===== config.mk =====
export PLATFORM = sky130hd
export DESIGN_NAME = sync_fifo
export DESIGN_NICKNAME = d
export VERILOG_FILES = /design/src/sync_fifo.sv
export SDC_FILE = /design/constraint.sdc
export NUM_CORES = 1
export LEC_CHECK = 0
export ABC_AREA = 0
export BUFFER_PORTS_ARGS = -buffer_cell sky130_fd_sc_hd__buf_2
export CORE_ASPECT_RATIO = 0.6
export CORE_MARGIN = 4
export CORE_UTILIZATION = 42
export CTS_CLUSTER_SIZE = 25
export DETAILED_ROUTE_END_ITERATION = 7
export GPL_ROUTABILITY_DRIVEN = 0
export PLACE_DENSITY_LB_ADDON = 0.25
export SLEW_MARGIN = 40
export SYNTH_ARGS = -nofsm -noshare
export SYNTH_HDL_FRONTEND = slang
export SYNTH_SLANG_ARGS = --single-unit

===== constraint.sdc =====
create_clock -name i_clk -period 4.89 [get_ports i_clk]
set_input_delay 0.2445 -clock i_clk [delete_from_list [all_inputs] [get_ports i_clk]]
set_output_delay 0.2445 -clock i_clk [all_outputs]
set_load 0.01 [all_outputs]

===== src/sync_fifo.sv =====
`timescale 1ns/1ps

module sync_fifo #(
    parameter int WIDTH = 32,
    parameter int DEPTH = 16
) (
    input  logic             i_clk,
    input  logic             i_rst_n,
    // Write side
    input  logic [WIDTH-1:0] i_data,
    input  logic             i_valid,
    output logic             o_ready,
    // Read side
    output logic [WIDTH-1:0] o_data,
    output logic             o_valid,
    input  logic             i_ready
);

    localparam int AW = (DEPTH > 1) ? $clog2(DEPTH) : 1;
    localparam logic [AW:0]   FULL_CNT = (AW+1)'(DEPTH);
    localparam logic [AW-1:0] LAST_PTR = AW'(DEPTH - 1);  // Pointer wrap point

    logic [WIDTH-1:0] mem [DEPTH];  // Storage, no reset
    logic [AW-1:0]    wr_ptr;
    logic [AW-1:0]    rd_ptr;
    logic [AW:0]      count;        // Words held
    logic             push;
    logic             pop;

    assign o_ready = (count != FULL_CNT);  // Low only when full
    assign o_valid = (count != '0);
    assign o_data  = mem[rd_ptr];         // Head word straight from the register file
    assign push    = i_valid && o_ready;
    assign pop     = o_valid && i_ready;

    always_ff @(posedge i_clk) begin
        if (push) begin
            mem[wr_ptr] <= i_data;
        end
    end

    // ==================
    // Pointers and count
    // ==================
    always_ff @(posedge i_clk or negedge i_rst_n) begin
        if (!i_rst_n) begin
            wr_ptr <= '0;
            rd_ptr <= '0;
            count  <= '0;
        end else begin
            if (push) begin
                wr_ptr <= (wr_ptr == LAST_PTR) ? '0 : wr_ptr + 1'b1;
            end
            if (pop) begin
                rd_ptr <= (rd_ptr == LAST_PTR) ? '0 : rd_ptr + 1'b1;
            end
            case ({push, pop})
                2'b10:   count <= count + 1'b1;
                2'b01:   count <= count - 1'b1;
                default: ;                       // Idle or both, count holds
            endcase
        end
    end

endmodule : sync_fifo


==> summary.md <==
| Metric | Value |
|---|---|
| Outcome | complete, no violations |
| Main synth FF type | edfxtp_1 |
| RSZ-0062 raised after global routing | false |
| CP Launch Type | flop |
| Hold path startpoint | i_data[1] |
| Hold crit path type | primary input to flop |
| Relative slew slack | 0.515 |
| Final Slew Violations | 0 |
| H-tree depth reported by CTS | 2 |
| Total GRT Usage | 0.161 |
| ANT nets after route | 0 |
| Fillers | 3725 |
| Maximum clock path buffer count | 3 |
| Area contributors post-synth | edfxtp_1 77%, mux4_2 13%, o22ai_1 2.0%, mux4_1 2.0%, dfrtp_1 1.6% |
| Detailed Place HPWL | 24.3 mm |
| Rows | 61 |
| Grt total ovfl | 0 |
| Clk Latency, worst-skew pair | between 0.5 and 0.6 ns |
| Vias after detailed routing | 9186 |
| FMAX | 313 MHz |
| Post-synth EDFFs | 512 |
| Cell variety after synth | 36 |
| 1st-iter DRT viols | 718 |
| Largest net degree at the start of global routing | 53 |
| Least-Margin Pin Slew | 0.725 ns |
| Synth warn | 0 |
| Drt total wl | roughly 41 mm |
| Synthesized Nets | 933 |
| Layout net count | 1034 |
| Layout cells sized above 1 | 0.309 |
| Worst R2R Setup Slack | 1.86 ns |
| CTS tree | done |
| Initial Util | 0.429 |
| Final period util | 0.653 |
| Max FO, Critical Path | 21 |
| Seq/Total Area, Yosys | 0.782 |
| Ys async rst share | 0.0248 |
| P&R area growth vs syn | 14.6% |
| Leakage | 7.31 nW |
| Final setup fails | 0 |
| Hold Crit Depth | 1 |
| Final setup margin | 1.69 ns |
| Post-route total power | 0.0131 W |
| Crit path required time | roughly 4.7 ns |
| Max-cap check violation count | 0 |
| Initial antenna violation count | 0 |
| Root buffer cell | clkbuf_16 |
| Final Critical Period | between 3 and 4 ns |
| Wirelength per Cell | 24.8 microns |
| Synth Cell Area | 20100 sq um |
| Die W | between 200 and 300 microns |
| Synth Register Bits | 525 |
| WP data arrival | 2.95 ns |
| CORE AREA | 46800 sq um |
| Top-level port count | 70 |
| Critical Path Sink Type | primary output |
| Hold Path Sink | mem[13][1] |
| Place WS | 1.79 ns |
| Final hold violations | 0 |
| Pwr/cell area | 570 nW/um^2 |
| # port buffers | about 70 |
| Final setup TNS | 0 ns |
| First-pass DRT Iterations | 5 |
| Syn Area/Cell | 22.6 sq um |
| Worst vdd ir | 0.272 mV |
| R2R cell count | 7 |
| TritonCTS Buffers | 46 |
| Top cell type's share of synthesized area | 0.765 |
| Critical path type | flop to primary output |
| Clock sinks | 525 |
| Synth area leader | edfxtp_1 |
| Via/cell ratio | 5.55 |
| Worst r2r dst | count[4] |
| RR Startpoint | count[1] |
| Die Y | 177 microns |
| DRC viols | 0 |
| Global-route wire length before repair | 62.7 mm |
| Worst-path clk slew | 0.07 ns |
| Synth Instances | 887 |
| Full die area | 51500 sq um |
| Skew final | 0.00719 ns |
| Vias in the first global route | 9742 |
| Ant diodes | 0 |
per-layer routing:
metal / global-route usage / vias to the layer above / part of all wire
met4: 0.0393 / 0 / 0.021
met1: 0.232 / 4900 / 0.45
met2: 0.259 / 252 / 0.48
li1: - / 3970 / -
met5: 0 / - / 0
met3: 0.0291 / 64 / 0.051
cell families after synthesis:
logic type / Yosys count / synth area share
flops: 525 / 0.782
mux: 131 / 0.148
simple gates: 81 / 0.0176
compound gates: 80 / 0.0250
buf+inv: 55 / 0.0190
fa+ha+maj: 10 / 0.00660
xor+xnor: 5 / 0.00218
repair_timing:
item,4_1_cts,5_1_grt
buffers inserted,0,0
hold buffers,1,0
endpoints found under the hold margin,13,0
resized for setup,0,0
cell type report:
cell class              instances  area (sq um)  share of cell area
repair buffers                102           768              0.0334
clock buffers                  52          1240              0.0537
inverters                       6          22.5            0.000978
well taps                     630           788              0.0342
clock inverters                34           358              0.0155
multi-input cells             307          4150               0.180
flip-flops and latches        525         15700               0.682
worst max path at each step:
stage,from,cells past startpoint,endpoint,slack [ns]
after floorplan,count[0],5,mem[0][0],1.20
after global placement,count[0],4,mem[15][20],1.40
after detailed placement,count[0],5,mem[11][2],1.79
after CTS,rd_ptr[1],5,o_data[23],1.45
after global routing,rd_ptr[0],6,o_data[9],1.47
final,rd_ptr[0],6,o_data[5],1.69
sequential cells by signal (all words and copies together) (netlist names):
register / cells
count: 5
rd_ptr: 4
mem: 512
wr_ptr: 4
cell usage after synthesis, types with 3 or more instances:
cell type	number
nor3_1	6
xnor2_1	5
nand2_1	15
buf_6	4
o21ai_0	6
buf_2	14
ha_1	9
clkbuf_1	13
edfxtp_1	512
buf_12	6
buf_4	5
nand3_1	4
dfrtp_1	13
nor2_1	45
o22ai_1	64
nand2b_1	5
mux4_2	113
clkbuf_4	3
inv_1	6
mux4_1	15
buf_1	4
mux2_2	3
power breakdown:
part	switching (W)	total, W	internal (W)	leakage [nW]
sequential	0.000307	0.00570	0.00539	4.78
combinational	0.00196	0.00362	0.00166	1.77
clock	0.00160	0.00380	0.00220	0.759
total	0.00387	0.0131	0.00926	7.31
stage by stage:
stage | instance area [sq um] | util | hold slack (ns) | cells
2_1_floorplan | 20100 | - | -0.0511 | 887
3_5_place_dp | 21400 | 0.457 | 0.185 | 1568
4_1_cts | 23000 | 0.492 | 0.0423 | 1655
5_1_grt | 23000 | 0.492 | 0.0490 | 1656
3_3_place_gp | 21200 | 0.453 | 0.180 | 1559
6_report | 23000 | 0.492 | 0.0665 | 1656
layout by cell type (no fill, tap or decap), drive strengths merged, types with 9 or more instances in the layout:
cell,Yosys,final
buf,33,101
dfrtp,13,13
clkinvlp,0,9
nor2,45,45
ha,9,9
clkinv,0,18
o22ai,64,64
edfxtp,512,512
clkbuf,16,52
mux4,128,128
nand2,15,15
worst max-delay path: stages (launching register included):
cell and delay, ns:
dfrtp_4 0.69, buf_12 0.27, buf_4 0.34, mux4_2 0.58, o22ai_1 0.25, nor2_1 0.09, buf_2 0.15
No activity file was read; power rests on OpenSTA's default activity.
