`src/gemm_pkg.sv`:
```
package gemm_pkg;

    // ==================
    // Widths
    // ==================
    localparam int CMD_W          = 32;  // Host command word
    localparam int ELEM_W         = 8;   // One signed element
    localparam int ELEMS_PER_WORD = 4;   // Elements packed per data word
    localparam int ACC_W          = 24;  // Dot product accumulator
    localparam int RES_W          = 16;  // Saturated result
    localparam int TILE_AW        = 8;   // Tile memory address

    // Opcodes, top nibble of a header word
    localparam logic [3:0] OP_NOP  = 4'd0;
    localparam logic [3:0] OP_LOAD = 4'd1;
    localparam logic [3:0] OP_TILE = 4'd2;

    typedef logic signed [ELEM_W-1:0] elem_t;

    // LOAD header, count data words follow it
    typedef struct packed {
        logic [3:0]         opcode;
        logic               side;    // 0 left, 1 right
        logic [2:0]         spare;
        logic [7:0]         count;   // 1 to 255 words
        logic [TILE_AW-1:0] addr;    // First tile address
        logic [7:0]         pad;
    } load_hdr_t;

    // TILE header
    typedef struct packed {
        logic [3:0]  opcode;
        logic [3:0]  dim_b;   // Left rows
        logic [3:0]  dim_c;   // Right columns
        logic [3:0]  dim_v;   // Words per vector
        logic [3:0]  shift;   // Arithmetic right shift of each sum
        logic [11:0] spare;
    } tile_hdr_t;

    // One FIFO word, header or data depending on the decoder state
    typedef union packed {
        load_hdr_t                  load_hdr;
        tile_hdr_t                  tile_hdr;
        elem_t [ELEMS_PER_WORD-1:0] data;      // Element 0 in the low byte
    } cmd_word_t;

    typedef struct packed {
        logic [3:0] dim_b;
        logic [3:0] dim_c;
        logic [3:0] dim_v;
        logic [3:0] shift;
    } tile_job_t;

    typedef struct packed {
        logic               en;
        logic               side;
        logic [TILE_AW-1:0] addr;
        logic [CMD_W-1:0]   data;
    } tile_wr_t;

    typedef logic signed [RES_W-1:0] res_word_t;

endpackage : gemm_pkg

```
`src/compute_engine.sv`:
```
`timescale 1ns/1ps

module compute_engine
    import gemm_pkg::*;
(
    input  logic               i_clk,
    input  logic               i_rst_n,
    // Job side
    input  tile_job_t          i_job,
    input  logic               i_job_valid,
    output logic               o_job_ready,
    output logic               o_job_done,
    // Tile reads
    output logic [TILE_AW-1:0] o_left_addr,
    output logic [TILE_AW-1:0] o_right_addr,
    input  logic [CMD_W-1:0]   i_left_data,
    input  logic [CMD_W-1:0]   i_right_data,
    // Results
    output res_word_t          o_res,
    output logic               o_res_valid,
    input  logic               i_res_ready,
    output logic               o_busy
);

    localparam logic signed [ACC_W-1:0] RES_MAX = ACC_W'((2 ** (RES_W - 1)) - 1);
    localparam logic signed [ACC_W-1:0] RES_MIN = ACC_W'(-(2 ** (RES_W - 1)));

    typedef enum logic {
        CE_IDLE,
        CE_RUN
    } ce_state_t;

    ce_state_t                  state;
    tile_job_t                  job;          // Latched dimensions
    logic [3:0]                 b_cnt;        // Left row
    logic [3:0]                 c_cnt;        // Right column
    logic [3:0]                 w_cnt;        // Word within the vector
    logic [TILE_AW-1:0]         left_base;    // b * V
    logic [TILE_AW-1:0]         right_base;   // c * V
    logic                       issued_all;   // Every read issued
    logic                       w_last;
    logic                       stall;
    logic                       rd_en;
    logic                       finish;
    logic                       m_valid;      // MAC stage holds a word
    logic                       m_first;
    logic                       m_last;
    elem_t [ELEMS_PER_WORD-1:0] lw;
    elem_t [ELEMS_PER_WORD-1:0] rw;
    logic signed [2*ELEM_W-1:0] prod [ELEMS_PER_WORD];
    logic signed [ACC_W-1:0]    acc;
    logic signed [ACC_W-1:0]    dot;
    logic signed [ACC_W-1:0]    sum;
    logic signed [ACC_W-1:0]    shifted;
    res_word_t                  sat;

    assign o_job_ready = (state == CE_IDLE);
    assign o_busy      = (state != CE_IDLE);

    // ==================
    // Read stage
    // ==================
    assign w_last       = (w_cnt == job.dim_v - 4'd1);
    assign o_left_addr  = left_base + TILE_AW'(w_cnt);
    assign o_right_addr = right_base + TILE_AW'(w_cnt);

    // A last word may only issue if the output register is sure to be free when it lands
    assign stall  = w_last && ((o_res_valid && !i_res_ready) || (m_valid && m_last));
    assign rd_en  = (state == CE_RUN) && !issued_all && !stall;
    assign finish = (state == CE_RUN) && issued_all && !m_valid &&
                    o_res_valid && i_res_ready;  // Final result accepted

    always_ff @(posedge i_clk or negedge i_rst_n) begin
        if (!i_rst_n) begin
            state       <= CE_IDLE;
            b_cnt       <= '0;
            c_cnt       <= '0;
            w_cnt       <= '0;
            left_base   <= '0;
            right_base  <= '0;
            issued_all  <= 1'b0;
            m_valid     <= 1'b0;
            m_first     <= 1'b0;
            m_last      <= 1'b0;
            o_res_valid <= 1'b0;
            o_job_done  <= 1'b0;
        end else begin
            o_job_done <= finish;       // One cycle pulse
            m_valid    <= rd_en;        // MAC runs one cycle behind the read
            m_first    <= (w_cnt == '0);
            m_last     <= w_last;

            if (state == CE_IDLE) begin
                if (i_job_valid) begin
                    state      <= CE_RUN;
                    b_cnt      <= '0;
                    c_cnt      <= '0;
                    w_cnt      <= '0;
                    left_base  <= '0;
                    right_base <= '0;
                    issued_all <= 1'b0;
                end
            end else if (finish) begin
                state <= CE_IDLE;
            end

            if (rd_en) begin
                if (!w_last) begin
                    w_cnt <= w_cnt + 1'b1;
                end else begin
                    w_cnt <= '0;
                    if (c_cnt != job.dim_c - 4'd1) begin
                        c_cnt      <= c_cnt + 1'b1;
                        right_base <= right_base + TILE_AW'(job.dim_v);
                    end else begin
                        c_cnt      <= '0;
                        right_base <= '0;              // Back to first column
                        if (b_cnt == job.dim_b - 4'd1) begin
                            issued_all <= 1'b1;
                        end else begin
                            b_cnt     <= b_cnt + 1'b1;
                            left_base <= left_base + TILE_AW'(job.dim_v);
                        end
                    end
                end
            end

            // Output register handshake
            if (m_valid && m_last) begin
                o_res_valid <= 1'b1;
            end else if (i_res_ready) begin
                o_res_valid <= 1'b0;
            end
        end
    end

    // ==================
    // MAC stage
    // ==================
    assign lw = i_left_data;
    assign rw = i_right_data;

    always_comb begin
        dot = '0;
        for (int e = 0; e < ELEMS_PER_WORD; e++) begin
            prod[e] = lw[e] * rw[e];  // Signed 8x8
            dot     = dot + prod[e];
        end
        sum     = m_first ? dot : acc + dot;  // Restart on a new vector
        shifted = sum >>> job.shift;
        if (shifted > RES_MAX) begin
            sat = RES_W'(RES_MAX);
        end else if (shifted < RES_MIN) begin
            sat = RES_W'(RES_MIN);
        end else begin
            sat = RES_W'(shifted);
        end
    end

    // Job, accumulator and result payload
    always_ff @(posedge i_clk) begin
        if ((state == CE_IDLE) && i_job_valid) begin
            job <= i_job;
        end
        if (m_valid) begin
            acc <= sum;
        end
        if (m_valid && m_last) begin
            o_res <= sat;
        end
    end

endmodule : compute_engine

```
`config.mk`:
```
export PLATFORM = sky130hd
export DESIGN_NAME = compute_engine
export DESIGN_NICKNAME = d
export VERILOG_FILES = /design/src/gemm_pkg.sv /design/src/compute_engine.sv
export SDC_FILE = /design/constraint.sdc
export NUM_CORES = 1
export LEC_CHECK = 0
export ABC_AREA = 1
export ABC_CLOCK_PERIOD_IN_PS = 2900
export BUFFER_PORTS_ARGS = -buffer_cell sky130_fd_sc_hd__buf_4
export CAP_MARGIN = 30
export CORE_ASPECT_RATIO = 1.1
export CORE_UTILIZATION = 35
export DETAILED_ROUTE_END_ITERATION = 10
export MAX_ROUTING_LAYER = met4
export PLACE_DENSITY = 0.54
export SLEW_MARGIN = 20
export SYNTH_ARGS = -nofsm -noshare
export SYNTH_HDL_FRONTEND = slang
export SYNTH_SLANG_ARGS = --single-unit
```
`constraint.sdc`:
```
create_clock -name i_clk -period 2.9 [get_ports i_clk]
set_clock_uncertainty 0.1 [all_clocks]
set_input_delay 0.29 -clock i_clk [delete_from_list [all_inputs] [get_ports i_clk]]
set_output_delay 0.29 -clock i_clk [all_outputs]
set_load 0.1 [all_outputs]
```
==> results of run 1 <==
==> through the flow <==
| step | cell area, µm² | TNS (ns) | instances | setup slack (ns) | util [%] |
|---|---|---|---|---|---|
| 2_1_floorplan | 20400 | -164.42 | 2462 | -5.20 | - |
| 3_3_place_gp | 23500 | -198.00 | 3484 | -6.12 | 43.7 |
| 3_5_place_dp | 23500 | -198.97 | 3484 | -6.18 | 43.7 |
| 4_1_cts | 25300 | -175.78 | 3545 | -5.43 | 47.1 |
| 5_1_grt | 26700 | -188.79 | 3589 | -5.85 | 49.6 |
| 6_report | 26700 | -177.58 | 3589 | -5.52 | 49.6 |
==> synthesized netlist by cell type <==
cell,count
o21ai_0,75
buf_1,7
a221oi_1,1
nor3b_1,1
buf_2,2
fa_1,331
nand3b_1,3
nand2_2,13
nand2_4,2
o21ai_1,1
nor2_2,6
nand2_1,598
a31oi_1,3
o22ai_1,3
and3_1,1
edfxtp_1,56
nand4_1,15
and2_1,6
nand3_2,7
a21o_1,2
o21bai_1,6
buf_6,3
clkbuf_1,75
clkinv_1,5
a21oi_2,4
inv_1,663
inv_2,4
nor2_1,74
o31ai_1,1
or2_2,26
dfrtp_1,35
or2_1,1
mux2i_1,2
o211ai_1,3
a21oi_1,70
a22oi_1,2
o32ai_1,3
xnor2_1,21
nand3_1,141
nor3_1,14
nor4_1,1
ha_1,148
xor2_1,27
==> final cells by class <==
cell class,count,area [µm²]
Timing Repair Buffer,466,3970
Tap cell,728,911
Fill cell,5180,27100
Clock inverter,7,73.8
Multi-Input combinational cell,1614,16300
Clock buffer,9,225
Inverter,672,2560
Sequential cell,91,2560
Antenna cell,2,5.00
==> cell usage in the layout (no fill, tap or decap), drive strengths merged <==
cell         netlist  layout
nand4             15      15
a221oi             1       1
dlygate4sd3        0      17
a31oi              3       3
o21bai             6       6
ha               148     148
nor2              80      80
edfxtp            56      56
and3               1       1
diode              0       2
o32ai              3       3
o22ai              3       3
o211ai             3       3
nand2            613     615
xnor2             21      21
or2               27      27
clkinv             5       7
a21oi             74      74
fa               331     331
o31ai              1       1
dfrtp             35      35
inv              667     669
clkinvlp           0       3
nor4               1       1
buf               12     449
mux2i              2       2
nand3b             3       3
a21o               2       2
nor3b              1       1
xor2              27      27
nand3            148     148
nor3              14      14
a22oi              2       2
clkbuf            75       9
and2               6       6
o21ai             76      76
==> layer usage <==
metal	part of all wire (%)	vias up	global-route usage [%]
li1	-	8056	-
met1	43	8224	27.3
met2	53	240	39.2
met3	2.5	36	1.65
met4	1.5	0	4.54
met5	0	-	-
==> kinds of logic after synthesis <==
group / Yosys count
AOI/OAI and AO/OA: 174
and+or+nand+nor: 909
muxes: 2
xor gates and xnor gates: 48
DFF: 91
buffers and inverters: 759
adders and majority gates: 479
==> worst max path at each step <==
stage | endpoint | depth (start not counted)
finish | o_res[5]$_SDFFCE_PN1P_ | 46
global route | o_res[0]$_SDFFCE_PN1P_ | 44
CTS | o_res[14]$_SDFFCE_PN1P_ | 42
detailed placement | o_res[14]$_SDFFCE_PN1P_ | 40
global placement | o_res[12]$_SDFFCE_PN1P_ | 40
floorplan | o_res[10]$_SDFFCE_PN1P_ | 42
==> tightest hold or removal path, delay by kind of cell <==
| family | cells | cell delay (ns) |
|---|---|---|
| buffers and inverters | 1 | 0.12 |
| AND/OR/NAND/NOR | 2 | 0.10 |
==> registers in the layout, summed over array words and instances, names as in the netlist <==
| register | flops |
|---|---|
| acc | 24 |
| job | 16 |
| o_res | 16 |
| left_base | 8 |
| right_base | 8 |
| b_cnt | 4 |
| c_cnt | 4 |
| w_cnt | 4 |
| issued_all | 1 |
| m_first | 1 |
| m_last | 1 |
| m_valid | 1 |
| o_busy | 1 |
| o_job_done | 1 |
| o_res_valid | 1 |
==> what timing repair did <==
| item | CTS | global route |
|---|---|---|
| hold buffers | 17 | 0 |
| endpoints found under the setup margin | 43 | 55 |
| resized for setup | 268 | 265 |
| buffers inserted | 29 | 42 |
| cloned | 1 | 1 |
| pin swaps | 110 | 175 |
| hold endpoints to repair | 51 | 0 |
==> flow_summary.json, run 1 <==
{
  "status": "finished, violations left",
  "violations": "setup timing",
  "viasPerCell": 4.61,
  "maxSlewHeadroom_pct": 56.2,
  "drv_slew": 0,
  "htreeDepth": 3,
  "via_count": 16600,
  "yosys_warnings": 0,
  "critPathMaxStageDelay_ns": 0.57,
  "clock_sinks": 91,
  "die_area_um2": 55600,
  "grtUsageTotal_pct": 22.0,
  "fmax_mhz": 119,
  "synthMuxAreaShare_pct": 0.105,
  "post_route_cells_drive_above_1_share_pct": 33.7,
  "min_period_ns": 8.42,
  "crit_family": "adder cells",
  "initial_core_util_pct": 35.6,
  "syn-num-nets": 3025,
  "worstHoldEndpoint": "o_job_done$_DFF_PN0_",
  "min-delay-start": "i_res_ready",
  "ant_nets": 0,
  "cpMostUsedCell": "nand2_2",
  "fin_crit_sh_pct": 290,
  "drc": 0,
  "overflow": 0,
  "critPathBufInv": 10,
  "cp_data_arrival_time_ns": 8.45,
  "drt_wl_total_um": 56600,
  "yosysTopAreaCellShare_pct": 34.6,
  "reg2reg_depth": 21,
  "cp_max_fo": 8,
  "rsz0062_at_grt": "yes",
  "whs_ns": 0.0673,
  "netlist_area_um2": 19100,
  "numPortBuffers": 119,
  "die_w_um": 225,
  "synth-xor-area-share_pct": 2.20,
  "seq_area_frac_synth_pct": 13.4,
  "grt_pass1_wl_um": 93100,
  "cp-start-kind": "primary input",
  "synth_compound_area_share_pct": 4.93,
  "critPathRequiredTime_ns": 2.93,
  "setup_ws_ns": -5.52,
  "reg2reg_to": "o_res[10]$_SDFFCE_PN1P_",
  "hold_depth": 3,
  "clock_latency_ns": 0.38,
  "synth.area.top_cells": "fa_1, inv_1, nand2_1",
  "syn_area_per_cell_um2": 7.78,
  "wire_per_inst_um": 15.8,
  "clkTransAtPathRegs_ns": 0.08,
  "num_rows": 89,
  "area_delta_synth_final_pct": 39.2,
  "worst_pin_slew_ns": 0.656,
  "dr.pass1.iters": 5,
  "nNetsFinal": 3417,
  "r2r_start": "acc[0]$_DFFE_PP_",
  "maxCapViolCount": 0,
  "crit_type": "in2reg",
  "postSynthCellCount": 2462,
  "cts_tree": "built",
  "antenna_found_initial": 2,
  "yosysTopAreaCell": "fa_1",
  "synthAdderAreaFrac_pct": 44.3,
  "synth_seq_cells": 91,
  "first_global_vias": 17900,
  "cts_buffers": 9,
  "hp-class": "in2reg",
  "io-pin-count": 120,
  "synthSimpleGateAreaFrac_pct": 20.1,
  "finalWeightedCongestion": 0.900,
  "setup_viol_count_final": 39,
  "clk_path_buf_depth": 2,
  "die_h_um": 247,
  "yosys.cell_types.count": 43,
  "hold_viol_final": 0,
  "worstSetupStartpoint": "i_right_data[31]",
  "synth_top_family_by_area": "adder cells",
  "cp_slowest_cell": "fa_2",
  "grt_max_degree": 36,
  "drt_iter0_markers": 834,
  "reg2reg_slack_ns": -0.46,
  "hpwl_um": 48000,
  "fp.coreArea_um2": 53800,
  "ctsRootBufferMaster": "clkbuf_16",
  "endpoint_kind": "flop"
}
Power of run 1 is not shown: default switching activity piles up to over one toggle a cycle in this logic, so the estimate is an artifact.
==> run 2, diff against run 1 <==
--- a/config.mk
+++ b/config.mk
@@ -14,6 +14,7 @@
 export DETAILED_ROUTE_END_ITERATION = 10
 export MAX_ROUTING_LAYER = met4
 export PLACE_DENSITY = 0.54
+export SETUP_SLACK_MARGIN = 0.5
 export SLEW_MARGIN = 20
 export SYNTH_ARGS = -nofsm -noshare
 export SYNTH_HDL_FRONTEND = slang
==> run 2 against run 1 <==
Net effect:
- the run still ends with setup timing left
- die area did not move
- sequential share of layout area fell by 0.18 points
- first-iteration DRC count fell by 18%
- design area rose by 2.2%
- wire length fell by 0.92%
- setup slack got worse by 0.0076 ns
- worst hold slack improved by 0.020 ns
- global-route usage fell by 0.20 points
- non-clock buffer count rose by 11
- utilization rose by 1.1 points
- final cell count rose by 0.31%
- critical path type unchanged
==> flow_summary.json, run 2 (synthesis gave the netlist of run 1 again) <==
{
  "status": "finished, violations left",
  "violations": "setup timing",
  "die_w_um": 225,
  "nFillCells": 5103,
  "cp_data_arrival_time_ns": 8.45,
  "reg2reg_slack_ns": -0.54,
  "worstHoldEndpoint": "o_job_done$_DFF_PN0_",
  "viasPerCell": 4.61,
  "fmax_mhz": 119,
  "cts_tree": "built",
  "rsz0062_at_grt": "yes",
  "nNetsFinal": 3429,
  "hold_depth": 3,
  "die_h_um": 247,
  "cp_max_fo": 8,
  "grt_pass1_wl_um": 92500,
  "final_common_cell": "inv_1",
  "layout_common_cells": "inv_1, nand2_1, buf_4",
  "overflow": 0,
  "finalWeightedCongestion": 0.890,
  "reg2reg_depth": 22,
  "critPathRequiredTime_ns": 2.92,
  "fin_crit_sh_pct": 291,
  "worst_pin_slew_ns": 0.946,
  "ctsRootBufferMaster": "clkbuf_16",
  "antenna_found_initial": 1,
  "largest_register_ffs": 24,
  "maxCapViolCount": 0,
  "dr.pass1.iters": 7,
  "area_delta_synth_final_pct": 42.3,
  "endpoint_kind": "flop",
  "drc": 0,
  "cp-start-kind": "primary input",
  "drv_slew": 0,
  "initial_core_util_pct": 35.6,
  "setup_tns_ns": -177.14,
  "cpMostUsedCell": "fa_1",
  "fp.coreArea_um2": 53800,
  "cp_slowest_cell": "fa_1",
  "htreeDepth": 3,
  "reg2reg_to": "o_res[10]$_SDFFCE_PN1P_",
  "drt_iter0_markers": 680,
  "first_global_vias": 17700,
  "critPathMaxStageDelay_ns": 0.51,
  "r2r_start": "acc[0]$_DFFE_PP_",
  "post_route_cells_drive_above_1_share_pct": 35.0,
  "grt_max_degree": 36,
  "clkTransAtPathRegs_ns": 0.08,
  "ant_nets": 0,
  "wire_per_inst_um": 15.6,
  "drt_wl_total_um": 56100,
  "hpwl_um": 47100,
  "num_rows": 89,
  "hold_viol_final": 0,
  "grtUsageTotal_pct": 21.8,
  "setup_ws_ns": -5.53,
  "clk_path_buf_depth": 2,
  "die_area_um2": 55600,
  "cts_buffers": 9,
  "clock_sinks": 91,
  "top_regs": "acc x24, job x16, o_res x16",
  "crit_family": "adder cells",
  "via_count": 16600,
  "critPathBufInv": 9,
  "min_period_ns": 8.43,
  "clock_latency_ns": 0.37,
  "hp-class": "in2reg",
  "setup_viol_count_final": 39,
  "crit_type": "in2reg",
  "numPortBuffers": 119,
  "maxSlewHeadroom_pct": 36.9,
  "min-delay-start": "i_res_ready",
  "regMostFlops": "acc",
  "io-pin-count": 120
}
run 2: cell count changes in the layout (fill, tap and decap cells not counted), moves of 6 or more:
cell,previous run,this run
buf_4,368,345
buf_6,63,85
nand3_1,94,84
buf_12,12,21
xor2_2,10,1
xor2_4,1,10
o21ai_0,44,37
fa_1,316,310
fa_2,15,21
inv_1,586,592
inv_4,9,3
nor2_2,16,22
run 2: through the flow:
stage	hold WS [ns]	instance area (µm²)	utilization (%)	cells	setup slack, ns
2_1_floorplan	-0.106	20600	-	2462	-5.20
3_3_place_gp	0.187	23600	43.8	3465	-6.24
3_5_place_dp	0.188	23600	43.8	3465	-6.19
4_1_cts	0.0656	26000	48.3	3568	-5.54
5_1_grt	0.0729	27200	50.6	3600	-5.88
6_report	0.0874	27200	50.6	3600	-5.53
run 2: worst max-delay path by stage:
stage	cells after the start	endpoint	slack [ns]	from
after detailed placement	40	o_res[6]$_SDFFCE_PN1P_	-6.19	i_right_data[7]
after CTS	47	o_res[6]$_SDFFCE_PN1P_	-5.54	i_right_data[31]
final	43	o_res[7]$_SDFFCE_PN1P_	-5.53	i_right_data[7]
after global routing	45	o_res[9]$_SDFFCE_PN1P_	-5.88	i_right_data[31]
after global placement	39	o_res[10]$_SDFFCE_PN1P_	-6.24	i_left_data[23]
after floorplan	42	o_res[10]$_SDFFCE_PN1P_	-5.20	i_right_data[12]
run 2: what timing repair did:
action,4_1_cts,5_1_grt
hold buffers,17,0
setup buffers,68,30
resized for setup,356,238
setup endpoints to repair,73,74
pin swaps,158,122
gates cloned,2,1
endpoints found under the hold margin,51,0
run 2: cell type report:
| type | instances | area (µm²) | area share [%] |
|---|---|---|---|
| diodes | 1 | 2.50 | 0.00919 |
| clock buffers | 9 | 225 | 0.827 |
| clock inverters | 7 | 60.1 | 0.221 |
| inverters | 672 | 2560 | 9.39 |
| multi-input cells | 1615 | 16600 | 61.1 |
| flip-flops and latches | 91 | 2570 | 9.43 |
| well taps | 728 | 911 | 3.34 |
| repair buffers | 477 | 4270 | 15.7 |
run 2: routing by layer:
layer,GRT usage [%],up-vias,wire (µm)
met5,-,-,0
met4,4.80,0,1100
met3,1.63,52,1390
met2,37.9,255,28800
met1,27.7,8205,24800
li1,-,8074,-
run 2: worst reg2reg max path, stage by stage, from the launching register on:
cell,delay (ns)
edfxtp_1,0.33
ha_1,0.18
inv_1,0.07
fa_1,0.40
inv_1,0.11
nand3_1,0.08
nand2_1,0.12
nand2_1,0.08
nand3_2,0.08
buf_4,0.12
a21oi_1,0.07
or2_2,0.28
nand3_1,0.06
o21ai_0,0.09
inv_1,0.18
nand2_1,0.10
nand3_1,0.11
nand2_1,0.08
o21ai_0,0.34
nand2_1,0.09
o21ai_0,0.10
nand2_1,0.07
nand2_1,0.06
Power of run 2 is left out for the same reason.
