File: config.mk
export PLATFORM = sky130hd
export DESIGN_NAME = master_control
export DESIGN_NICKNAME = d
export VERILOG_FILES = /design/src/gemm_pkg.sv /design/src/master_control.sv
export SDC_FILE = /design/constraint.sdc
export NUM_CORES = 1
export LEC_CHECK = 0
export BUFFER_PORTS_ARGS = -buffer_cell sky130_fd_sc_hd__buf_2
export CELL_PAD_IN_SITES_DETAIL_PLACEMENT = 2
export CELL_PAD_IN_SITES_GLOBAL_PLACEMENT = 2
export CORE_UTILIZATION = 24
export DETAILED_ROUTE_END_ITERATION = 6
export GPL_ROUTABILITY_DRIVEN = 0
export HOLD_SLACK_MARGIN = 0.12
export PLACE_DENSITY_LB_ADDON = 0.1
export SYNTH_ARGS = -nofsm -noshare
export SYNTH_HDL_FRONTEND = slang
export SYNTH_SLANG_ARGS = --single-unit
export TNS_END_PERCENT = 10
File: constraint.sdc
create_clock -name i_clk -period 3 [get_ports i_clk]
set_input_delay 0.6 -clock i_clk [delete_from_list [all_inputs] [get_ports i_clk]]
set_output_delay 0.6 -clock i_clk [all_outputs]
set_load 0.1 [all_outputs]
File: src/gemm_pkg.sv
package gemm_pkg;

    // ==================
    // Widths
    // ==================
    localparam int CMD_W          = 32;  // Host command word
    localparam int ELEM_W         = 8;   // One signed element
    localparam int ELEMS_PER_WORD = 4;   // Elements packed per data word
    localparam int ACC_W          = 24;  // Dot product accumulator
    localparam int RES_W          = 16;  // Saturated result
    localparam int TILE_AW        = 8;   // Tile memory address

    // Opcodes, top nibble of a header word
    localparam logic [3:0] OP_NOP  = 4'd0;
    localparam logic [3:0] OP_LOAD = 4'd1;
    localparam logic [3:0] OP_TILE = 4'd2;

    typedef logic signed [ELEM_W-1:0] elem_t;

    // LOAD header, count data words follow it
    typedef struct packed {
        logic [3:0]         opcode;
        logic               side;    // 0 left, 1 right
        logic [2:0]         spare;
        logic [7:0]         count;   // 1 to 255 words
        logic [TILE_AW-1:0] addr;    // First tile address
        logic [7:0]         pad;
    } load_hdr_t;

    // TILE header
    typedef struct packed {
        logic [3:0]  opcode;
        logic [3:0]  dim_b;   // Left rows
        logic [3:0]  dim_c;   // Right columns
        logic [3:0]  dim_v;   // Words per vector
        logic [3:0]  shift;   // Arithmetic right shift of each sum
        logic [11:0] spare;
    } tile_hdr_t;

    // One FIFO word, header or data depending on the decoder state
    typedef union packed {
        load_hdr_t                  load_hdr;
        tile_hdr_t                  tile_hdr;
        elem_t [ELEMS_PER_WORD-1:0] data;      // Element 0 in the low byte
    } cmd_word_t;

    typedef struct packed {
        logic [3:0] dim_b;
        logic [3:0] dim_c;
        logic [3:0] dim_v;
        logic [3:0] shift;
    } tile_job_t;

    typedef struct packed {
        logic               en;
        logic               side;
        logic [TILE_AW-1:0] addr;
        logic [CMD_W-1:0]   data;
    } tile_wr_t;

    typedef logic signed [RES_W-1:0] res_word_t;

endpackage : gemm_pkg

File: src/master_control.sv
`timescale 1ns/1ps

module master_control
    import gemm_pkg::*;
(
    input  logic      i_clk,
    input  logic      i_rst_n,
    // Command FIFO side
    input  cmd_word_t i_cmd,
    input  logic      i_cmd_valid,
    output logic      o_cmd_ready,
    // Tile memory writes
    output tile_wr_t  o_tile_wr,
    // Compute engine job
    output tile_job_t o_job,
    output logic      o_job_valid,
    input  logic      i_job_ready,
    input  logic      i_job_done,
    output logic      o_busy
);

    typedef enum logic [1:0] {
        ST_IDLE,       // Decode one header per cycle
        ST_LOAD_DATA,  // Same FIFO word read as data
        ST_TILE_WAIT   // Job handed off, wait for done
    } mc_state_t;

    mc_state_t          state;
    logic [TILE_AW-1:0] wr_addr;     // Next tile address
    logic [7:0]         words_left;  // Data words still owed by the LOAD
    logic               wr_side;     // Latched side bit
    logic               cmd_take;
    logic               tile_hdr;    // TILE header taken this cycle

    assign o_cmd_ready = (state != ST_TILE_WAIT);  // Stall the FIFO during a TILE
    assign cmd_take    = i_cmd_valid && o_cmd_ready;
    assign o_busy      = (state != ST_IDLE);
    assign tile_hdr    = (state == ST_IDLE) && i_cmd_valid &&
                         (i_cmd.tile_hdr.opcode == OP_TILE);

    // Write port, one word per FIFO beat
    always_comb begin
        o_tile_wr.en   = cmd_take && (state == ST_LOAD_DATA);
        o_tile_wr.side = wr_side;
        o_tile_wr.addr = wr_addr;
        o_tile_wr.data = i_cmd.data;
    end

    // ==================
    // Decode FSM
    // ==================
    always_ff @(posedge i_clk or negedge i_rst_n) begin
        if (!i_rst_n) begin
            state       <= ST_IDLE;
            wr_addr     <= '0;
            words_left  <= '0;
            wr_side     <= 1'b0;
            o_job_valid <= 1'b0;
        end else begin
            case (state)
                ST_IDLE: begin
                    if (i_cmd_valid) begin
                        // Opcode sits in the same nibble in both header views
                        case (i_cmd.load_hdr.opcode)
                            OP_LOAD: begin
                                wr_side    <= i_cmd.load_hdr.side;
                                wr_addr    <= i_cmd.load_hdr.addr;
                                words_left <= i_cmd.load_hdr.count;
                                if (i_cmd.load_hdr.count != '0) begin
                                    state <= ST_LOAD_DATA;  // Empty LOAD is dropped
                                end
                            end
                            OP_TILE: begin
                                o_job_valid <= 1'b1;
                                state       <= ST_TILE_WAIT;
                            end
                            OP_NOP:  ;  // Consumed, nothing to do
                            default: ;  // Unknown opcode swallowed
                        endcase
                    end
                end
                ST_LOAD_DATA: begin
                    if (cmd_take) begin
                        wr_addr    <= wr_addr + 1'b1;
                        words_left <= words_left - 1'b1;
                        if (words_left == 8'd1) begin
                            state <= ST_IDLE;  // Last data word
                        end
                    end
                end
                ST_TILE_WAIT: begin
                    if (o_job_valid && i_job_ready) begin
                        o_job_valid <= 1'b0;   // Engine took the job
                    end
                    if (i_job_done) begin
                        state <= ST_IDLE;
                    end
                end
                default: state <= ST_IDLE;
            endcase
        end
    end

    // Job payload from the TILE header
    always_ff @(posedge i_clk) begin
        if (tile_hdr) begin
            o_job.dim_b <= i_cmd.tile_hdr.dim_b;
            o_job.dim_c <= i_cmd.tile_hdr.dim_c;
            o_job.dim_v <= i_cmd.tile_hdr.dim_v;
            o_job.shift <= i_cmd.tile_hdr.shift;
        end
    end

endmodule : master_control

==> results_dict.tcl, run 1 <==
set metrics [dict create \
    cts_tree "yes" \
    cp-end-kind "primary output" \
    grt_max_degree 24 \
    r2r_slack_ns 1.25 \
    numClockSinks 36 \
    crit_type "reg2out" \
    yosys.cell_types.count 40 \
    fin_worst_skew_ns 0.00446 \
    wire_per_inst_um 15.0 \
    routed_wl_mm 5.11 \
    min_period_ns 1.95 \
    hold_viol_final 0 \
    yosys_register_bits 36 \
    tightest_slew_ns 0.741 \
    drt_iter0_markers 35 \
    rows 32 \
    post_cts_resized 0 \
    worstPathArrival_ns 1.35 \
    hold_class "in2async" \
    start_util 0.250 \
    cp-start-kind "flip-flop" \
    dp_slack_ns 1.16 \
    yosys.area.top_type "dfrtp_1" \
    synth-adder-area-share 0.0192 \
    drive_above_1_share 0.414 \
    hold_buffers 0 \
    max_freq_ghz 0.512 \
    dpl.cell_count 333 \
    yosys.area_share.simple 0.157 \
    ir_drop_mv 0.305 \
    nFillCells 904 \
    critPathMaxFanout 7 \
    crit_required_ns 2.40 \
    synth_area_leaders "dfrtp_1 26%, edfxtp_1 25%, buf_4 13%, a21oi_1 3.1%, o21ai_0 2.8%" \
    portBuffers 81 \
    ant_nets 0 \
    syn-cell-area_um2 1960 \
    syn_inst 188 \
    seq_area_frac_synth 0.502 \
    setup_tns_ns 0 \
    synth_nets 228 \
    clockBufferDepth 2 \
    postCtsSetupBuffers 0 \
    area_growth_pct 20.5 \
    maxCapViolations 0 \
    cts_htree_levels 2 \
    grt_pass1_wl_mm 8.36 \
    die_h_um 92.3 \
    setup_viol_count_final 0 \
    stdcell_count 341 \
    setup_ws_ns 1.05 \
    dieArea_um2 8510 \
    fin_util 0.302 \
    synth_mux_area_frac 0.00576 \
    core_region_area_um2 7810 \
    antenna_found_initial 0 \
    synth_top_family_by_area "compound AO/OA/AOI/OAI gates" \
    grt_overflow 0 \
    slew_headroom 0.506 \
    outcome "complete, no violations" \
    synth_top_area_frac 0.256 \
    rsz0062_at_grt "no" \
    fin_nets 278 \
    syn_avg_cell_area_um2 10.4 \
    ios 98 \
    most-common-layout-cells "80 x buf_2, 20 x dfrtp_1, 16 x edfxtp_1, 12 x nand2_1, 12 x a21oi_1" \
    layout_commonest_cell "buf_2" \
    cts_buffers 5 \
    fp.dieW_um 92.3 \
    drcViolationCount 0 \
    dp_hpwl_mm 3.90 \
    synth_xor_area_frac 0 \
    insertion_delay_ns 0.29 \
    yosysWarningCount 0 \
    min_period_over_period 0.651 \
    synth-compound-area-share 0.164 \
    grt_usage 0.127 \
    slew_viol_final 0 \
    vias_per_cell 4.60 \
    drtPass1Iterations 4 \
    power.density_nw_per_um2 1130 \
    grt_pass1_vias 1573 \
    multi_input_area_um2 678 \
    antenna_cells 0 \
    clk_pin_slew_ns 0.07 \
    vias 1568 \
    holdWs_ns 0.270 \
    regArea_um2 981 \
    cts_root_buffer "clkbuf_8" \
    power.leakage_nw 1.01 \
]
==> worst max-delay path: stages (launching register included) <==
cell and delay, ns:
dfrtp_1 0.44, nand2b_1 0.18, buf_2 0.44
==> worst paths after layout <==
check | start | to | cells after the start
worst max-delay path | state[0] | o_cmd_ready | 2
worst min-delay path | i_rst_n | o_job_valid | 1
worst max register to register | words_left[0] | words_left[6] | 6
worst min register to register | o_job_valid | o_job_valid | 1
max in group asynchronous | i_rst_n | words_left[5] | 1
min in group i_clk | i_job_done | state[1] | 2
==> Yosys cell counts <==
cell type	count
buf_4	34
dfrtp_1	20
edfxtp_1	16
a21oi_1	12
nand2_1	12
nor2_1	11
o21ai_0	11
nand3_1	9
o21ai_1	5
a2bb2oi_1	4
clkbuf_1	4
o22ai_1	4
a22oi_1	3
and2_1	3
buf_2	3
ha_1	3
inv_1	3
nand2b_1	3
nor3b_1	3
and3_1	2
nor3_1	2
nor4_1	2
o21bai_1	2
a211oi_1	1
a31oi_1	1
a32o_1	1
a41oi_1	1
and4b_1	1
mux2_2	1
nor2b_1	1
nor4_2	1
nor4b_4	1
o211ai_1	1
o21ba_2	1
o22a_1	1
o2bb2ai_1	1
o32ai_2	1
or2_2	1
or3_4	1
or4_4	1
==> per-stage QoR <==
stage	total power (W)	area, um^2
2_1_floorplan	0.00202	1960
3_3_place_gp	0.00224	2240
3_5_place_dp	0.00225	2240
4_1_cts	0.00271	2360
5_1_grt	0.00282	2360
6_report	0.00266	2360
==> state kept, by name, summed over array words and instances (netlist names) <==
name,flops
words_left,8
state,2
o_job,16
o_job_valid,1
wr_side,1
wr_addr,8
==> layout make-up <==
class	instances	area share
Tap cell	102	0.0541
Clock inverter	2	0.0143
Inverter	3	0.00478
Clock buffer	6	0.0350
Timing Repair Buffer	84	0.188
Sequential cell	36	0.416
Multi-Input combinational cell	108	0.288
==> logic make-up (layout without fill, tap and decap cells) <==
logic type / after synthesis / after routing
buffers and inverters: 44 / 95
adder cells (fa/ha/maj): 3 / 3
multiplexers: 1 / 1
AND/OR/NAND/NOR: 54 / 54
flip-flops: 36 / 36
AO/OA/AOI/OAI: 50 / 50
==> where the power goes <==
group          switching, W  leakage [nW]  internal [W]
combinational       0.00109         0.573      0.000327
clock              0.000177        0.0588      0.000268
sequential         0.000153         0.382      0.000643
==> layer usage <==
layer,up-vias,global-route usage,wire (um)
met5,-,0,0
met1,763,0.166,2360
met2,50,0.204,2410
met3,10,0.0290,255
li1,745,-,-
met4,0,0.0469,82
No activity file was read; power rests on OpenSTA's default activity.
==> run 2: changes to the inputs <==
- clock period: 3 -> 2 ns (I/O delays scaled with it)
==> results_dict.tcl, run 2 (synthesized netlist as in run 1, its figures left out) <==
set metrics [dict create \
    antenna_cells 0 \
    portBuffers 81 \
    min_period_over_period 0.938 \
    slew_viol_final 0 \
    critPathMaxFanout 7 \
    core_region_area_um2 7810 \
    crit_required_ns 1.60 \
    antenna_found_initial 0 \
    cp-end-kind "primary output" \
    fin_worst_skew_ns 0.00723 \
    layout_commonest_cell "buf_2" \
    nFillCells 893 \
    max_freq_ghz 0.533 \
    cts_buffers 5 \
    power.leakage_nw 1.02 \
    drt_iter0_markers 21 \
    grt_pass1_wl_mm 8.56 \
    grt_overflow 0 \
    cts_htree_levels 2 \
    top_register "o_job" \
    min_period_ns 1.88 \
    placed_area_um2 2270 \
    grt_max_degree 23 \
    routed_wl_mm 5.28 \
    slew_headroom 0.659 \
    fp.dieW_um 92.3 \
    reg_top3 "o_job x16, words_left x8, wr_addr x8" \
    vias 1556 \
    rsz0062_at_grt "no" \
    most-common-layout-cells "80 x buf_2, 20 x dfrtp_1, 16 x edfxtp_1, 12 x nand2_1, 12 x a21oi_1" \
    drtPass1Iterations 4 \
    vias_per_cell 4.52 \
    numClockSinks 36 \
    drive_above_1_share 0.417 \
    cp-start-kind "flip-flop" \
    fin_area_um2 2360 \
    clk_pin_slew_ns 0.07 \
    ant_nets 0 \
    rows 32 \
    grtUsageMet2 0.220 \
    grt.busiest_layer "met2" \
    setup_tns_ns 0 \
    grt_use_met3 0.0332 \
    hold_viol_final 0 \
    cts_tree "yes" \
    insertion_delay_ns 0.28 \
    cts_root_buffer "clkbuf_8" \
    hold_class "in2reg" \
    maxCapViolations 0 \
    ir_drop_mv 0.398 \
    fin_nets 281 \
    power.density_nw_per_um2 1650 \
    grt_pass1_vias 1620 \
    wire_per_inst_um 15.4 \
    clockBufferDepth 2 \
    area_growth_pct 20.7 \
    die_h_um 92.3 \
    use_met1 0.167 \
    worstPathArrival_ns 1.48 \
    dieArea_um2 8510 \
    setup_viol_count_final 0 \
    tightest_slew_ns 0.512 \
    drcViolationCount 0 \
    start_util 0.250 \
    ios 98 \
    dp_hpwl_mm 4.05 \
    outcome "complete, no violations" \
    crit_type "reg2out" \
    grt_usage 0.132 \
    largest_register_ffs 16 \
]
run 2: repair_timing:
action | in CTS | in global routing
hold buffers | 1 | 0
gates resized for setup | 0 | 0
endpoints found under the hold margin | 20 | 0
setup buffers | 0 | 0
run 2: report_power, final:
part / total, W / internal [W] / switching, W
registers: 0.00119 / 0.000965 / 0.000224
logic: 0.00221 / 0.000542 / 0.00167
clock network: 0.000496 / 0.000245 / 0.000251
total: 0.00389 / 0.00175 / 0.00214
run 2: layout make-up:
type | count | area, um^2 | share of cell area
flip-flops and latches | 36 | 981 | 0.415
multi-input cells | 108 | 679 | 0.288
repair buffers | 87 | 480 | 0.203
well taps | 102 | 128 | 0.0541
clock buffers | 7 | 76.3 | 0.0323
inverters | 3 | 11.3 | 0.00477
clock inverters | 1 | 5.00 | 0.00212
run 2: worst paths after layout:
check | endpoint | slack, ns | cells past startpoint | from
worst max-delay path | o_tile_wr[41] | 0.12 | 3 | state[0]
worst min-delay path | state[1] | 0.30 | 2 | i_job_done
worst max register to register | words_left[6] | 0.31 | 6 | words_left[1]
worst min register to register | o_job_valid | 0.49 | 1 | o_job_valid
max in group asynchronous | words_left[7] | 1.01 | 2 | i_rst_n
min in group asynchronous | o_job_valid | 0.64 | 2 | i_rst_n
run 2: metrics by stage:
step / total power [W] / setup WS, ns / util / cells / hold slack [ns]
finish: 0.00389 / 0.124 / 0.302 / 344 / 0.299
global route: 0.00415 / 0.0310 / 0.302 / 344 / 0.284
floorplan: 0.00303 / 0.187 / - / 188 / 0.104
CTS: 0.00396 / 0.111 / 0.302 / 344 / 0.290
detailed placement: 0.00344 / 0.326 / 0.291 / 335 / 0.420
global placement: 0.00342 / 0.386 / 0.291 / 335 / 0.411
run 2: worst max-delay path, stage by stage, from the launching register on:
cell	delay (ns)
dfrtp_1	0.43
nor2b_1	0.35
and2_2	0.24
buf_12	0.17
run 2: layer usage:
layer  part of all wire  up-vias
li1                   -      750
met4              0.011        0
met5                  0        -
met2               0.49       44
met1               0.46      756
met3              0.046        6
==> run 3: changes to the inputs <==
- ABC_AREA: default -> 1
==> results_dict.tcl, run 3 <==
set metrics [dict create \
    outcome "complete, no violations" \
    critPathTopFamily "buffers and inverters" \
    internal_power_w 0.00167 \
    yosys.area.top_type "dfrtp_1" \
    postCtsSetupBuffers 0 \
    power.density_nw_per_um2 1590 \
    seq_area_frac_synth 0.468 \
    regArea_um2 981 \
    power.leakage_nw 1.19 \
    setup_ws_ns 0.170 \
    grt_pass1_wl_mm 9.02 \
    multi_input_area_um2 737 \
    core_region_area_um2 8340 \
    cp_num_buf_inv 2 \
    cts_tree "yes" \
    synth-edff-count 16 \
    slew_viol_final 0 \
    yosys.cell_types.count 28 \
    numClockSinks 36 \
    hold_viol_final 0 \
    yosysWarningCount 0 \
    drive_above_1_share 0.329 \
    grt_overflow 0 \
    portBuffers 81 \
    synth_nets 290 \
    cts_root_buffer "clkbuf_8" \
    pwr-share-comb 0.572 \
    synth_xor_area_frac 0.0167 \
    p_switching_w 0.00222 \
    reg_top3 "o_job x16, words_left x8, wr_addr x8" \
    clk_pin_slew_ns 0.08 \
    die_h_um 95.4 \
    syn-cell-area_um2 2090 \
    most-common-layout-cells "80 x buf_2, 54 x nand2_1, 46 x nor2_1, 20 x dfrtp_1, 17 x o21ai_0" \
    largest_register_ffs 16 \
    grt_usage 0.132 \
    synth-async-reset-ratio 0.556 \
    setup_tns_ns 0 \
    synth-adder-area-share 0.0179 \
    min_period_ns 1.83 \
    synth_mux_area_frac 0 \
    drtPass1Iterations 4 \
    worstPathCellList "nor2_1, inv_1, buf_2" \
    routed_wl_mm 5.64 \
    critPathMaxFanout 7 \
    drcViolationCount 0 \
    syn_inst 250 \
    cts_htree_levels 2 \
    rows 33 \
    synth-main-ff-cell "dfrtp_1" \
    antenna_found_initial 0 \
    tightest_slew_ns 0.546 \
    vias 1751 \
    fp.dieW_um 95.4 \
    ant_nets 0 \
    synth_top_family_by_area "simple AND/OR/NAND/NOR gates" \
    crit_required_ns 1.60 \
    min_period_over_period 0.915 \
    synth-compound-area-share 0.0800 \
    cp-start-kind "flip-flop" \
    grt_pass1_vias 1801 \
    maxCapViolations 0 \
    wire_per_inst_um 13.8 \
    slew_headroom 0.636 \
    dp_slack_ns 0.324 \
    post_cts_resized 0 \
    ys_top_cells_by_count "54 x nand2_1, 47 x nor2_1, 35 x buf_4, 20 x dfrtp_1, 17 x o21ai_0" \
    synth_area_leaders "dfrtp_1 24%, edfxtp_1 23%, buf_4 13%, nand2_1 9.7%, nor2_1 8.4%" \
    ir_drop_mv 0.584 \
    syn_avg_cell_area_um2 8.38 \
    yosysMostFrequentCell "nand2_1" \
    cts_buffers 5 \
    start_util 0.251 \
    crit_type "reg2out" \
    clockBufferDepth 2 \
    seqPwrFrac 0.302 \
    cp-end-kind "primary output" \
    area_growth_pct 16.8 \
    rsz0062_at_grt "no" \
    dp_hpwl_mm 4.25 \
    max_stage_delay_ns 0.49 \
    cp_slowest_cell "dfrtp_1" \
    p_sw_frac 0.570 \
    fin_nets 343 \
    top_register "o_job" \
    hold_class "in2async" \
    yosys_register_bits 36 \
    synth_top_area_frac 0.239 \
    insertion_delay_ns 0.28 \
    max_freq_ghz 0.546 \
    p_clk_frac 0.127 \
    setup_viol_count_final 0 \
    worstPathArrival_ns 1.43 \
    fin_worst_skew_ns 0.0123 \
    ios 98 \
    dieArea_um2 9100 \
    antenna_cells 0 \
    layout_commonest_cell "buf_2" \
    grt_max_degree 22 \
    hold_buffers 0 \
    nFillCells 1011 \
    vias_per_cell 4.28 \
    drt_iter0_markers 28 \
    yosys.area_share.simple 0.236 \
]
## run 3: path summary, 6_finish.rpt
check / start / to / slack [ns] / cells after the start
max: state[0] / o_busy / 0.17 / 3
min: i_rst_n / state[0] / 0.1 / 1
max reg2reg: state[1] / words_left[6] / 0.51 / 5
min reg2reg: wr_side / wr_side / 0.52 / 2
max in group asynchronous: i_rst_n / wr_addr[4] / 1.53 / 1
min in group i_clk: i_job_ready / o_job_valid / 0.29 / 2
## run 3: metal layers
metal	GRT usage	vias up	wire (um)
met2	0.215	53	2520
met5	0	-	0
met1	0.176	823	2780
li1	-	873	-
met3	0.0287	2	324
met4	0.0336	0	26
## run 3: layout make-up
type / count / area share
Timing Repair Buffer: 85 / 0.184
Tap cell: 105 / 0.0537
Multi-Input combinational cell: 157 / 0.301
Clock buffer: 6 / 0.0297
Sequential cell: 36 / 0.401
Inverter: 18 / 0.0276
Clock inverter: 2 / 0.00307
## run 3: power groups by stage
stage,clock network (W),logic [W],registers [W]
after global placement,0,0.00223,0.00119
after detailed placement,0,0.00226,0.00120
after global routing,0.000551,0.00244,0.00122
after CTS,0.000516,0.00226,0.00118
after floorplan,0,0.00132,0.00180
final,0.000492,0.00222,0.00117
## run 3: logic make-up (layout without fill, tap and decap cells)
| group | count (synthesis) | in the layout |
|---|---|---|
| DFF | 36 | 36 |
| AOI/OAI and AO/OA | 30 | 30 |
| xor gates and xnor gates | 4 | 4 |
| and+or+nand+nor | 120 | 120 |
| adders and majority gates | 3 | 3 |
| buffers and inverters | 57 | 111 |
## run 3: per-stage QoR
| step | util | instance area, um^2 | power [W] | cells | hold WS [ns] |
|---|---|---|---|---|---|
| after global placement | 0.284 | 2370 | 0.00342 | 401 | 0.422 |
| final | 0.293 | 2450 | 0.00389 | 409 | 0.0980 |
| after CTS | 0.293 | 2450 | 0.00396 | 409 | 0.121 |
| after global routing | 0.293 | 2450 | 0.00421 | 409 | 0.128 |
| after floorplan | - | 2100 | 0.00312 | 250 | 0.104 |
| after detailed placement | 0.284 | 2370 | 0.00345 | 401 | 0.427 |
